$ cat config.mk
export PLATFORM = sky130hd
export DESIGN_NAME = proc
export DESIGN_NICKNAME = d
export VERILOG_FILES = /design/src/isaPkg.sv /design/src/pipePkg.sv /design/src/fetch.sv /design/src/instrDecode.sv /design/src/regFile.sv /design/src/execute.sv /design/src/proc.sv
export SDC_FILE = /design/constraint.sdc
export NUM_CORES = 1
export LEC_CHECK = 0
export ABC_AREA = 1
export BUFFER_PORTS_ARGS = -buffer_cell sky130_fd_sc_hd__buf_2
export CAP_MARGIN = 20
export CELL_PAD_IN_SITES_DETAIL_PLACEMENT = 1
export CELL_PAD_IN_SITES_GLOBAL_PLACEMENT = 1
export CORE_MARGIN = 4
export CORE_UTILIZATION = 47
export CTS_CLUSTER_DIAMETER = 100
export CTS_CLUSTER_SIZE = 28
export DETAILED_ROUTE_END_ITERATION = 16
export HOLD_SLACK_MARGIN = 0.03
export PLACE_DENSITY_LB_ADDON = 0.1
export SYNTH_ARGS = -nofsm -noshare
export SYNTH_HDL_FRONTEND = slang
export SYNTH_HIERARCHICAL = 1
export SYNTH_SLANG_ARGS = --single-unit
$ cat constraint.sdc
create_clock -name clk -period 4 [get_ports clk]
set_input_delay 1.2 -clock clk [delete_from_list [all_inputs] [get_ports clk]]
set_output_delay 1.2 -clock clk [all_outputs]
set_load 0.03 [all_outputs]
$ cat src/isaPkg.sv
package isaPkg;

    // Datapath and register file sizes
    localparam int wordW = 16;
    localparam int regAddrW = 3;
    localparam int numRegs = 8;
    localparam int opcodeW = 5;
    localparam int fnW = 2;

    // Lsb of each instruction field
    localparam int opLsb = 11;
    localparam int rsLsb = 8;
    localparam int rtLsb = 5;
    localparam int rdAluLsb = 2;
    localparam int rdImmLsb = 5;
    localparam int fnLsb = 0;

    // Immediate widths
    localparam int immShortW = 5;
    localparam int immLongW = 8;

    // Instructions are two bytes apart
    localparam logic [wordW-1:0] pcStep = 16'd2;

    typedef enum logic [opcodeW-1:0] {
        opHalt  = 5'b00000,
        opNop   = 5'b00001,
        opAddi  = 5'b01000,
        opSubi  = 5'b01001,
        opXori  = 5'b01010,
        opAndni = 5'b01011,
        opBeqz  = 5'b01100,
        opBnez  = 5'b01101,
        opLbi   = 5'b11000,
        opAlu   = 5'b11011
    } opcodeT;

    // Function field of the register-register form
    typedef enum logic [fnW-1:0] {
        fnAdd  = 2'b00,
        fnSub  = 2'b01,
        fnXor  = 2'b10,
        fnAndn = 2'b11
    } aluFnT;

    // Execute operation on A and on rt or the immediate as B
    typedef enum logic [2:0] {
        aluAdd,
        aluSubRev,
        aluXor,
        aluAndn,
        aluPassB
    } aluOpT;

endpackage

$ cat src/pipePkg.sv
package pipePkg;

    import isaPkg::*;

    // Fetch to decode
    typedef struct packed {
        logic             valid;
        logic [wordW-1:0] nextPc;
        logic [wordW-1:0] instr;
    } ifIdT;

    // Decode to execute
    typedef struct packed {
        logic                valid;
        aluOpT               aluOp;
        logic [wordW-1:0]    opA;
        logic [wordW-1:0]    opB;
        logic [wordW-1:0]    imm;
        logic                useImm;
        logic                writeEn;
        logic [regAddrW-1:0] dest;
        logic [regAddrW-1:0] rs;
        logic                rsValid;
        logic [regAddrW-1:0] rt;
        logic                rtValid;
        logic                isBranch;
        logic                branchOnZero;
        logic                isHalt;
        logic                illegal;
        logic [wordW-1:0]    nextPc;
    } idExT;

    // Execute to writeback
    typedef struct packed {
        logic                valid;
        logic                writeEn;
        logic [regAddrW-1:0] dest;
        logic [wordW-1:0]    result;
    } exWbT;

    // Taken branch back to the front end
    typedef struct packed {
        logic             take;
        logic [wordW-1:0] target;
    } redirectT;

endpackage

$ cat src/fetch.sv
module fetch
    import isaPkg::*;
    import pipePkg::*;
(
    input  logic             clk,
    input  logic             arstN,
    input  logic [wordW-1:0] instr,
    input  redirectT         redirect,
    input  logic             halted,
    output logic [wordW-1:0] pc,
    output ifIdT             ifId
);

    logic [wordW-1:0] pcPlus;
    logic [wordW-1:0] pcNext;

    assign pcPlus = pc + pcStep;

    // Redirect wins over the halt freeze
    always_comb begin
        if (redirect.take) begin
            pcNext = redirect.target;
        end else if (halted) begin
            pcNext = pc;
        end else begin
            pcNext = pcPlus;
        end
    end

    always_ff @(posedge clk or negedge arstN) begin
        if (!arstN) begin
            pc <= '0;
        end else begin
            pc <= pcNext;
        end
    end

    // Word fetched this cycle is dropped on a redirect or once halted
    always_ff @(posedge clk or negedge arstN) begin
        if (!arstN) begin
            ifId <= '0;
        end else begin
            ifId.valid  <= !redirect.take && !halted;
            ifId.nextPc <= pcPlus;
            ifId.instr  <= instr;
        end
    end

endmodule

$ cat src/instrDecode.sv
module instrDecode
    import isaPkg::*;
    import pipePkg::*;
(
    input  logic             clk,
    input  logic             arstN,
    input  ifIdT             ifId,
    input  logic [wordW-1:0] rdData1,
    input  logic [wordW-1:0] rdData2,
    input  redirectT         redirect,
    output idExT             idEx
);

    opcodeT              op;
    aluFnT               fn;
    logic [regAddrW-1:0] rsIdx;
    logic [wordW-1:0]    immShort;
    logic [wordW-1:0]    immLong;
    idExT                dec;

    assign op    = opcodeT'(ifId.instr[opLsb +: opcodeW]);
    assign fn    = aluFnT'(ifId.instr[fnLsb +: fnW]);
    assign rsIdx = ifId.instr[rsLsb +: regAddrW];

    // Sign extended immediates
    assign immShort = {{(wordW-immShortW){ifId.instr[immShortW-1]}},
                       ifId.instr[immShortW-1:0]};
    assign immLong  = {{(wordW-immLongW){ifId.instr[immLongW-1]}},
                       ifId.instr[immLongW-1:0]};

    always_comb begin
        dec = '0;
        // The younger of a taken branch never reaches execute
        dec.valid  = ifId.valid && !redirect.take;
        dec.aluOp  = aluAdd;
        dec.opA    = rdData1;
        dec.opB    = rdData2;
        dec.rs     = rsIdx;
        dec.rt     = ifId.instr[rtLsb +: regAddrW];
        dec.nextPc = ifId.nextPc;

        case (op)
            opHalt: begin
                dec.isHalt = 1'b1;
            end
            opNop: ;
            opAddi, opSubi, opXori, opAndni: begin
                dec.useImm  = 1'b1;
                dec.imm     = immShort;
                dec.writeEn = 1'b1;
                dec.dest    = ifId.instr[rdImmLsb +: regAddrW];
                dec.rsValid = 1'b1;
                case (op)
                    opSubi:  dec.aluOp = aluSubRev;
                    opXori:  dec.aluOp = aluXor;
                    opAndni: dec.aluOp = aluAndn;
                    default: dec.aluOp = aluAdd;
                endcase
            end
            opBeqz, opBnez: begin
                dec.imm          = immLong;
                dec.rsValid      = 1'b1;
                dec.isBranch     = 1'b1;
                dec.branchOnZero = (op == opBeqz);
            end
            opLbi: begin
                // rs field names the destination here
                dec.aluOp   = aluPassB;
                dec.useImm  = 1'b1;
                dec.imm     = immLong;
                dec.writeEn = 1'b1;
                dec.dest    = rsIdx;
            end
            opAlu: begin
                dec.writeEn = 1'b1;
                dec.dest    = ifId.instr[rdAluLsb +: regAddrW];
                dec.rsValid = 1'b1;
                dec.rtValid = 1'b1;
                case (fn)
                    fnSub:   dec.aluOp = aluSubRev;
                    fnXor:   dec.aluOp = aluXor;
                    fnAndn:  dec.aluOp = aluAndn;
                    default: dec.aluOp = aluAdd;
                endcase
            end
            default: begin
                dec.illegal = 1'b1;
            end
        endcase
    end

    always_ff @(posedge clk or negedge arstN) begin
        if (!arstN) begin
            idEx <= '0;
        end else begin
            idEx <= dec;
        end
    end

endmodule

$ cat src/regFile.sv
module regFile
    import isaPkg::*;
    import pipePkg::*;
(
    input  logic                clk,
    input  logic                arstN,
    input  logic [regAddrW-1:0] rdAddr1,
    input  logic [regAddrW-1:0] rdAddr2,
    output logic [wordW-1:0]    rdData1,
    output logic [wordW-1:0]    rdData2,
    input  exWbT                wb
);

    logic [wordW-1:0] regs [numRegs];
    logic             wrEn;

    assign wrEn = wb.valid && wb.writeEn;

    always_ff @(posedge clk or negedge arstN) begin
        if (!arstN) begin
            for (int i = 0; i < numRegs; i++) begin
                regs[i] <= '0;
            end
        end else if (wrEn) begin
            regs[wb.dest] <= wb.result;
        end
    end

    // Same cycle write shows through on both read ports
    assign rdData1 = (wrEn && wb.dest == rdAddr1) ? wb.result : regs[rdAddr1];
    assign rdData2 = (wrEn && wb.dest == rdAddr2) ? wb.result : regs[rdAddr2];

endmodule

$ cat src/execute.sv
module execute
    import isaPkg::*;
    import pipePkg::*;
(
    input  logic     clk,
    input  logic     arstN,
    input  idExT     idEx,
    output exWbT     exWb,
    output redirectT redirect,
    output logic     halted,
    output logic     err
);

    logic             wbWrites;
    logic             fwdA;
    logic             fwdB;
    logic [wordW-1:0] opA;
    logic [wordW-1:0] opB;
    logic [wordW-1:0] aluB;
    logic [wordW-1:0] aluRes;
    logic             live;
    logic             stop;
    logic             isZero;
    logic             taken;
    logic             haltQ;
    logic             errQ;

    // Forward from the writeback register
    assign wbWrites = exWb.valid && exWb.writeEn;
    assign fwdA     = idEx.rsValid && wbWrites && (exWb.dest == idEx.rs);
    assign fwdB     = idEx.rtValid && wbWrites && (exWb.dest == idEx.rt);

    assign opA  = fwdA ? exWb.result : idEx.opA;
    assign opB  = fwdB ? exWb.result : idEx.opB;
    assign aluB = idEx.useImm ? idEx.imm : opB;

    always_comb begin
        case (idEx.aluOp)
            aluAdd:    aluRes = opA + aluB;
            aluSubRev: aluRes = aluB - opA;
            aluXor:    aluRes = opA ^ aluB;
            aluAndn:   aluRes = opA & ~aluB;
            aluPassB:  aluRes = aluB;
            default:   aluRes = '0;
        endcase
    end

    // Nothing past a halt or illegal instruction takes effect
    assign live = idEx.valid && !haltQ;
    assign stop = live && (idEx.isHalt || idEx.illegal);

    // Branch on operand one being zero or nonzero
    assign isZero = (opA == '0);
    assign taken  = live && idEx.isBranch && (isZero == idEx.branchOnZero);

    assign redirect.take   = taken;
    assign redirect.target = idEx.nextPc + idEx.imm;

    always_ff @(posedge clk or negedge arstN) begin
        if (!arstN) begin
            exWb <= '0;
        end else begin
            exWb.valid   <= live && !idEx.isHalt && !idEx.illegal;
            exWb.writeEn <= idEx.writeEn;
            exWb.dest    <= idEx.dest;
            exWb.result  <= aluRes;
        end
    end

    // Sticky until reset
    always_ff @(posedge clk or negedge arstN) begin
        if (!arstN) begin
            haltQ <= 1'b0;
            errQ  <= 1'b0;
        end else begin
            if (stop) begin
                haltQ <= 1'b1;
            end
            if (live && idEx.illegal) begin
                errQ <= 1'b1;
            end
        end
    end

    assign halted = haltQ;
    assign err    = errQ;

endmodule

$ cat src/proc.sv
module proc
    import isaPkg::*;
    import pipePkg::*;
(
    input  logic                clk,
    input  logic                arstN,
    input  logic [wordW-1:0]    instr,
    output logic [wordW-1:0]    pc,
    output logic                wbValid,
    output logic [regAddrW-1:0] wbReg,
    output logic [wordW-1:0]    wbData,
    output logic                halted,
    output logic                err
);

    ifIdT                ifId;
    idExT                idEx;
    exWbT                exWb;
    redirectT            redirect;
    logic [regAddrW-1:0] rdAddr1;
    logic [regAddrW-1:0] rdAddr2;
    logic [wordW-1:0]    rdData1;
    logic [wordW-1:0]    rdData2;

    // Register reads use the rs and rt fields of the decode instruction
    assign rdAddr1 = ifId.instr[rsLsb +: regAddrW];
    assign rdAddr2 = ifId.instr[rtLsb +: regAddrW];

    fetch fetch0 (.clk(clk), .arstN(arstN), .instr(instr), .redirect(redirect),
        .halted(halted), .pc(pc), .ifId(ifId));

    instrDecode decode0 (.clk(clk), .arstN(arstN), .ifId(ifId), .rdData1(rdData1),
        .rdData2(rdData2), .redirect(redirect), .idEx(idEx));

    regFile regFile0 (.clk(clk), .arstN(arstN), .rdAddr1(rdAddr1), .rdAddr2(rdAddr2),
        .rdData1(rdData1), .rdData2(rdData2), .wb(exWb));

    execute exec0 (.clk(clk), .arstN(arstN), .idEx(idEx), .exWb(exWb),
        .redirect(redirect), .halted(halted), .err(err));

    // Only register writes are reported
    assign wbValid = exWb.valid && exWb.writeEn;
    assign wbReg   = exWb.dest;
    assign wbData  = exWb.result;

endmodule

==> flow_metrics.env, run 1 <==
export IMPL_yosysMostFrequentCell="nand2_1"
export IMPL_min_period_ns=3.62
export IMPL_synth_edf_count=0
export IMPL_fill_cells=4211
export IMPL_ys_seq_elements=277
export IMPL_cp_end_kind="flip-flop"
export IMPL_synth_largest_area_cell="dfrtp_1"
export IMPL_io_pins=56
export IMPL_path_cells="nand2_1 -> nand2_1 -> nor3_1 -> nand2_1 -> buf_4 -> nand2_1 -> o211ai_1 -> o21ai_0 -> inv_1 -> ha_1 -> nand3_1 -> nand3_1 -> a21oi_1 -> o21ai_0 -> a21boi_0 -> xor2_1 -> o211ai_1"
export IMPL_grt_pass1_wl_um=83900
export IMPL_die_x_um=192
export IMPL_cp_required_ns=4.38
export IMPL_syn2layout_area_growth_pct=7.29
export IMPL_drcViolationCount=0
export IMPL_p_leak_nw=8.98
export IMPL_r2r_start="exec0/exWb[17]"
export IMPL_clk_latency_ns=0.53
export IMPL_syn_nets=2206
export IMPL_relSlewSlack=0.369
export IMPL_multi_input_area_um2=7400
export IMPL_synth_ff_type="dfrtp_1"
export IMPL_wl_per_cell_um=20.2
export IMPL_rows=67
export IMPL_start_util=0.476
export IMPL_hold_viol=0
export IMPL_status="complete, no violations"
export IMPL_period_share=0.906
export IMPL_drv_slew=0
export IMPL_cp_top_family="compound AO/OA/AOI/OAI gates"
export IMPL_grt_max_degree=75
export IMPL_clockRootBuffer="clkbuf_16"
export IMPL_drt_iter0_drc=1012
export IMPL_numCtsBuffers=15
export IMPL_antenna_found_initial=0
export IMPL_synthTopCellsByCount="nand2_1, inv_1, dfrtp_1"
export IMPL_drt_wl_total_um=52800
export IMPL_synth_distinct_cells=46
export IMPL_place_congestion=0.872
export IMPL_design_die_area_um2=36900
export IMPL_async_flop_share=1.00
export IMPL_grt_overflow_total=0
export IMPL_port_buffers=55
export IMPL_final_seq_area_um2=6940
export IMPL_synthCells=2139
export IMPL_cpPeakStageDelay_ns=0.52
export IMPL_rsz0062_at_grt="false"
export IMPL_die_h_um=192
export IMPL_crit_path_start="exec0/exWb[17]"
export IMPL_ys_seq_area_frac=0.435
export IMPL_min_delay_start="fetch0/ifId[29]"
export IMPL_drtAntennaViolNets=0
export IMPL_ctsHoldBuffers=0
export IMPL_ys_warn_count=6
export IMPL_vias=14600
export IMPL_layout_drive_gt1_share=0.0935
export IMPL_setup_viol=0
export IMPL_cp_common_cell="nand2_1"
export IMPL_cp_start_kind="flip-flop"
export IMPL_coreArea_um2=33400
export IMPL_drt_vias_per_instance=5.59
export IMPL_crit_type="flip-flop to flip-flop"
export IMPL_grt_pass1_vias=15300
export IMPL_arrival_ns=4.00
export IMPL_grtUsageTotal=0.289
export IMPL_drtPass1Iterations=5
export IMPL_path_buf_inv=2
export IMPL_holdWs_ns=0.356
export IMPL_cts_clk_slew_worst_paths_ns=0.11
export IMPL_cap_violations=0
export IMPL_clock_sinks=277
export IMPL_syn_area_per_cell_um2=7.45
export IMPL_fin_nets=2220
export IMPL_fmax_mhz=276
export IMPL_crit_fanout=24
export IMPL_cts_max_level=1
export IMPL_netlist_area_um2=15900
export IMPL_hold_path_class="flip-flop to flip-flop"
export IMPL_synth_top_cell_area_share=0.435
export IMPL_power_density_nw_per_um2=397
export IMPL_finalSetupTns_ns=0
export IMPL_dp_hpwl_um=36000
export IMPL_ff2ff_setup_slack_ns=0.38
export IMPL_cts_tree="done"
export IMPL_clock_skew_final_ns=0.0316
export IMPL_clk_path_buf_depth=3
export IMPL_worst_pin_slew_ns=0.945
export IMPL_ys_top_cells_by_area="dfrtp_1, nand2_1, nand3_1, inv_1, o21ai_0"
export IMPL_final_util=0.511
export IMPL_cp_slowest_cell="dfrtp_2"
export IMPL_irDropWorstVdd_v=0.000319
export IMPL_antenna_cells=0
-- cells in the final DEF, fill, tap and decap left out, drive strengths merged, types with 5 or more instances in the layout --
cell	count
nand3	288
o2111ai	6
nand2	730
nor3	6
or2	5
inv	293
dfrtp	277
xnor2	8
o21ai	171
o211ai	17
o221ai	5
ha	47
clkbuf	18
buf	98
clkinv	5
o21a	8
xor2	32
nor2	57
a21oi	38
nand4	27
-- cell type report --
class                           instances  share of cell area
Timing Repair Buffer                   98              0.0363
Multi-Input combinational cell       1468               0.433
Clock inverter                          7             0.00476
Inverter                              293              0.0644
Clock buffer                           18              0.0232
Tap cell                              448              0.0328
Sequential cell                       277               0.406
-- final timing paths --
path | end | depth (start not counted)
min | decode0/idEx[13] | 0
max | exec0/exWb[10] | 17
max reg2reg | exec0/exWb[10] | 17
min reg2reg | decode0/idEx[13] | 0
min in group asynchronous | regFile0/regs[58] | 1
max in group asynchronous | regFile0/regs[49] | 2
-- timing repair --
action	CTS	global route
setup buffers	0	5
setup endpoints to repair	0	10
gates resized for setup	0	2
-- report_power, final --
group          leakage (nW)  internal [mW]  switching (mW)
logic                  5.08          0.490            1.22
registers              3.68           3.00           0.317
clock network         0.224          0.751            1.02
-- registers in the layout, indices dropped and copies added, names as in the netlist --
signal,cells
decode0/idEx,77
regFile0/regs,128
exec0/err,1
fetch0/pc,16
exec0/exWb,21
exec0/halted,1
fetch0/ifId,33
-- through the flow --
stage               cell area (µm²)  setup slack, ns  instances  total power, mW
floorplan                     15900            0.618       2139             4.33
global placement              16600            0.367       2579             5.00
detailed placement            16600            0.213       2579             5.06
CTS                           17100            0.153       2604             6.83
global route                  17100           0.0648       2609             7.16
finish                        17100            0.377       2609             6.79
-- worst reg2reg max path: stages (launching register included) --
cell      delay, ns
dfrtp_2        0.52
nand2_1        0.11
nand2_1        0.05
nor3_1         0.20
nand2_1        0.22
buf_4          0.27
nand2_1        0.08
o211ai_1       0.09
o21ai_0        0.20
inv_1          0.14
ha_1           0.39
nand3_1        0.12
nand3_1        0.15
a21oi_1        0.21
o21ai_0        0.17
a21boi_0       0.27
xor2_1         0.19
o211ai_1       0.11
-- per-layer routing --
metal,part of all wire,global-route usage,up-vias
met2,0.47,0.482,422
li1,-,-,6809
met3,0.055,0.0298,102
met1,0.44,0.400,7255
met4,0.031,0.0872,0
met5,0,0,-
-- cell families after synthesis --
group	share of synthesized area
AND/OR/NAND/NOR	0.311
buffers and inverters	0.101
flip-flops	0.435
AO/OA/AOI/OAI	0.0915
adder cells (fa/ha/maj)	0.0394
XOR/XNOR	0.0225
Note: power is estimated with default switching activity, not from simulation.
==> run 2, diff against run 1 <==
CORE_UTILIZATION = 42   (was 47)
SLEW_MARGIN = 20   (was unset)
clock period = 3.2 ns   (was 4 ns; I/O delays follow)
==> flow_metrics.env, run 2 (synthesis results as in run 1) <==
export IMPL_status="complete, but fails checks"
export IMPL_failed_checks="setup timing"
export IMPL_wl_per_cell_um=19.7
export IMPL_die_h_um=203
export IMPL_ctsHoldBuffers=0
export IMPL_pre_cts_slack_ns=-0.149
export IMPL_coreArea_um2=37600
export IMPL_start_util=0.424
export IMPL_cts_max_level=1
export IMPL_irDropWorstVdd_v=0.000430
export IMPL_grt_pass1_wl_um=86400
export IMPL_grt_max_degree=85
export IMPL_grt_pass1_vias=15700
export IMPL_cts_clk_slew_worst_paths_ns=0.11
export IMPL_min_period_ns=3.40
export IMPL_drt_iter0_drc=1023
export IMPL_final_seq_area_um2=6940
export IMPL_cp_start_kind="flip-flop"
export IMPL_relSlewSlack=0.337
export IMPL_design_die_area_um2=41100
export IMPL_drt_wl_total_um=54300
export IMPL_clk_path_buf_depth=3
export IMPL_setup_slack_ns=-0.203
export IMPL_grtUsageTotal=0.262
export IMPL_fmax_mhz=294
export IMPL_top_register="regFile0/regs"
export IMPL_numCtsBuffers=16
export IMPL_place_congestion=0.859
export IMPL_clk_latency_ns=0.52
export IMPL_grt_overflow_total=0
export IMPL_layout_commonest_cell="nand2_1"
export IMPL_clockRootBuffer="clkbuf_16"
export IMPL_crit_fanout=7
export IMPL_arrival_ns=3.86
export IMPL_largest_registers="regFile0/regs (128), decode0/idEx (77), fetch0/ifId (33)"
export IMPL_cts_tree="done"
export IMPL_power_density_nw_per_um2=491
export IMPL_fill_cells=4683
export IMPL_drcViolationCount=0
export IMPL_hold_viol=0
export IMPL_dp_hpwl_um=36300
export IMPL_layout_drive_gt1_share=0.150
export IMPL_finalSetupTns_ns=-0.765
export IMPL_rsz0062_at_grt="true"
export IMPL_clock_skew_final_ns=0.0237
export IMPL_drt_vias_per_instance=5.32
export IMPL_die_x_um=203
export IMPL_multi_input_area_um2=7640
export IMPL_largest_reg_flops=128
export IMPL_hold_path_class="flip-flop to flip-flop"
export IMPL_crit_type="flip-flop to flip-flop"
export IMPL_cp_required_ns=3.65
export IMPL_io_pins=56
export IMPL_worst_pin_slew_ns=0.993
export IMPL_syn2layout_area_growth_pct=14.0
export IMPL_power_mw=8.93
export IMPL_drtPass1Iterations=5
export IMPL_cp_end_kind="flip-flop"
export IMPL_port_buffers=55
export IMPL_drv_slew=0
export IMPL_p_leak_nw=9.47
export IMPL_vias=14600
export IMPL_drtAntennaViolNets=0
export IMPL_setup_viol=6
export IMPL_antenna_found_initial=1
export IMPL_cap_violations=0
export IMPL_period_share=1.06
export IMPL_fin_nets=2299
export IMPL_rows=71
export IMPL_clock_sinks=277
export IMPL_mostFrequentLayoutCells="nand2_1, inv_1, dfrtp_1"
export IMPL_antenna_cells=0
export IMPL_holdWs_ns=0.356
==> run 2: changes by cell type in the layout (fill, tap and decap cells not counted), moves of 7 or more <==
cell / change
buf_6: +7
nand2_1: -16
buf_12: +7
o21ai_0: -11
nand2_2: +14
nor2_1: -7
nand3_1: -8
a21oi_1: -9
a21oi_2: +8
buf_4: +61
==> run 2: report_power, final <==
part           switching (mW)  internal [mW]
clock network            1.30           1.03
registers               0.293           3.75
logic                    1.73          0.824
total                    3.32           5.60
==> run 2: metrics by stage <==
stage           util  cell area, µm²  cells
2_1_floorplan      -           15900   2139
3_3_place_gp   0.454           17100   2686
3_5_place_dp   0.454           17100   2686
4_1_cts        0.472           17700   2727
5_1_grt        0.484           18200   2752
6_report       0.484           18200   2752
==> run 2: final cells by class <==
cell class	instances	area share
multi-input combinational	1469	0.420
timing repair buffer	175	0.0736
clock inverter	7	0.00427
tap	511	0.0352
inverter	293	0.0608
clock buffer	20	0.0240
sequential	277	0.382
==> run 2: critical path, stage by stage (launching register included) <==
cell and delay (ns):
dfrtp_2 0.45, inv_2 0.06, nand2_1 0.07, nand2_2 0.11, nor2_4 0.05, buf_12 0.13
buf_6 0.11, buf_4 0.13, nand3_4 0.06, nand2_4 0.06, nor2_4 0.17, nand2_2 0.10
nor2_4 0.11, nand2_2 0.07, o21ai_2 0.15, xor2_1 0.20, ha_1 0.32, nand2_1 0.11
nor2_2 0.04, nand3_1 0.08, nand4_1 0.20, a31o_2 0.28, a21oi_2 0.12, o21ai_1 0.07
nand3_1 0.08
==> run 2: per-layer routing <==
layer | track usage | vias up | share of wire
li1 | - | 6963 | -
met1 | 0.374 | 7261 | 0.47
met2 | 0.420 | 319 | 0.45
met3 | 0.0280 | 104 | 0.044
met4 | 0.0844 | 2 | 0.035
met5 | 0 | - | 0.00024
==> run 2: final timing paths <==
path | slack (ns) | cells after the start | endpoint | from
min in group asynchronous | 0.47 | 1 | regFile0/regs[10] | arstN
hold / removal | 0.36 | 0 | decode0/idEx[5] | fetch0/ifId[21]
setup / recovery | -0.20 | 24 | exec0/exWb[13] | exec0/exWb[17]
setup reg to reg | -0.20 | 24 | exec0/exWb[13] | exec0/exWb[17]
hold reg to reg | 0.36 | 0 | decode0/idEx[5] | fetch0/ifId[21]
max in group asynchronous | 1.92 | 2 | regFile0/regs[2] | arstN
==> run 2: what timing repair did <==
| item | in CTS | in global routing |
|---|---|---|
| setup endpoints to repair | 10 | 26 |
| pin swaps | 19 | 56 |
| buffers inserted | 14 | 23 |
| gates cloned | 0 | 2 |
| resized for setup | 26 | 61 |
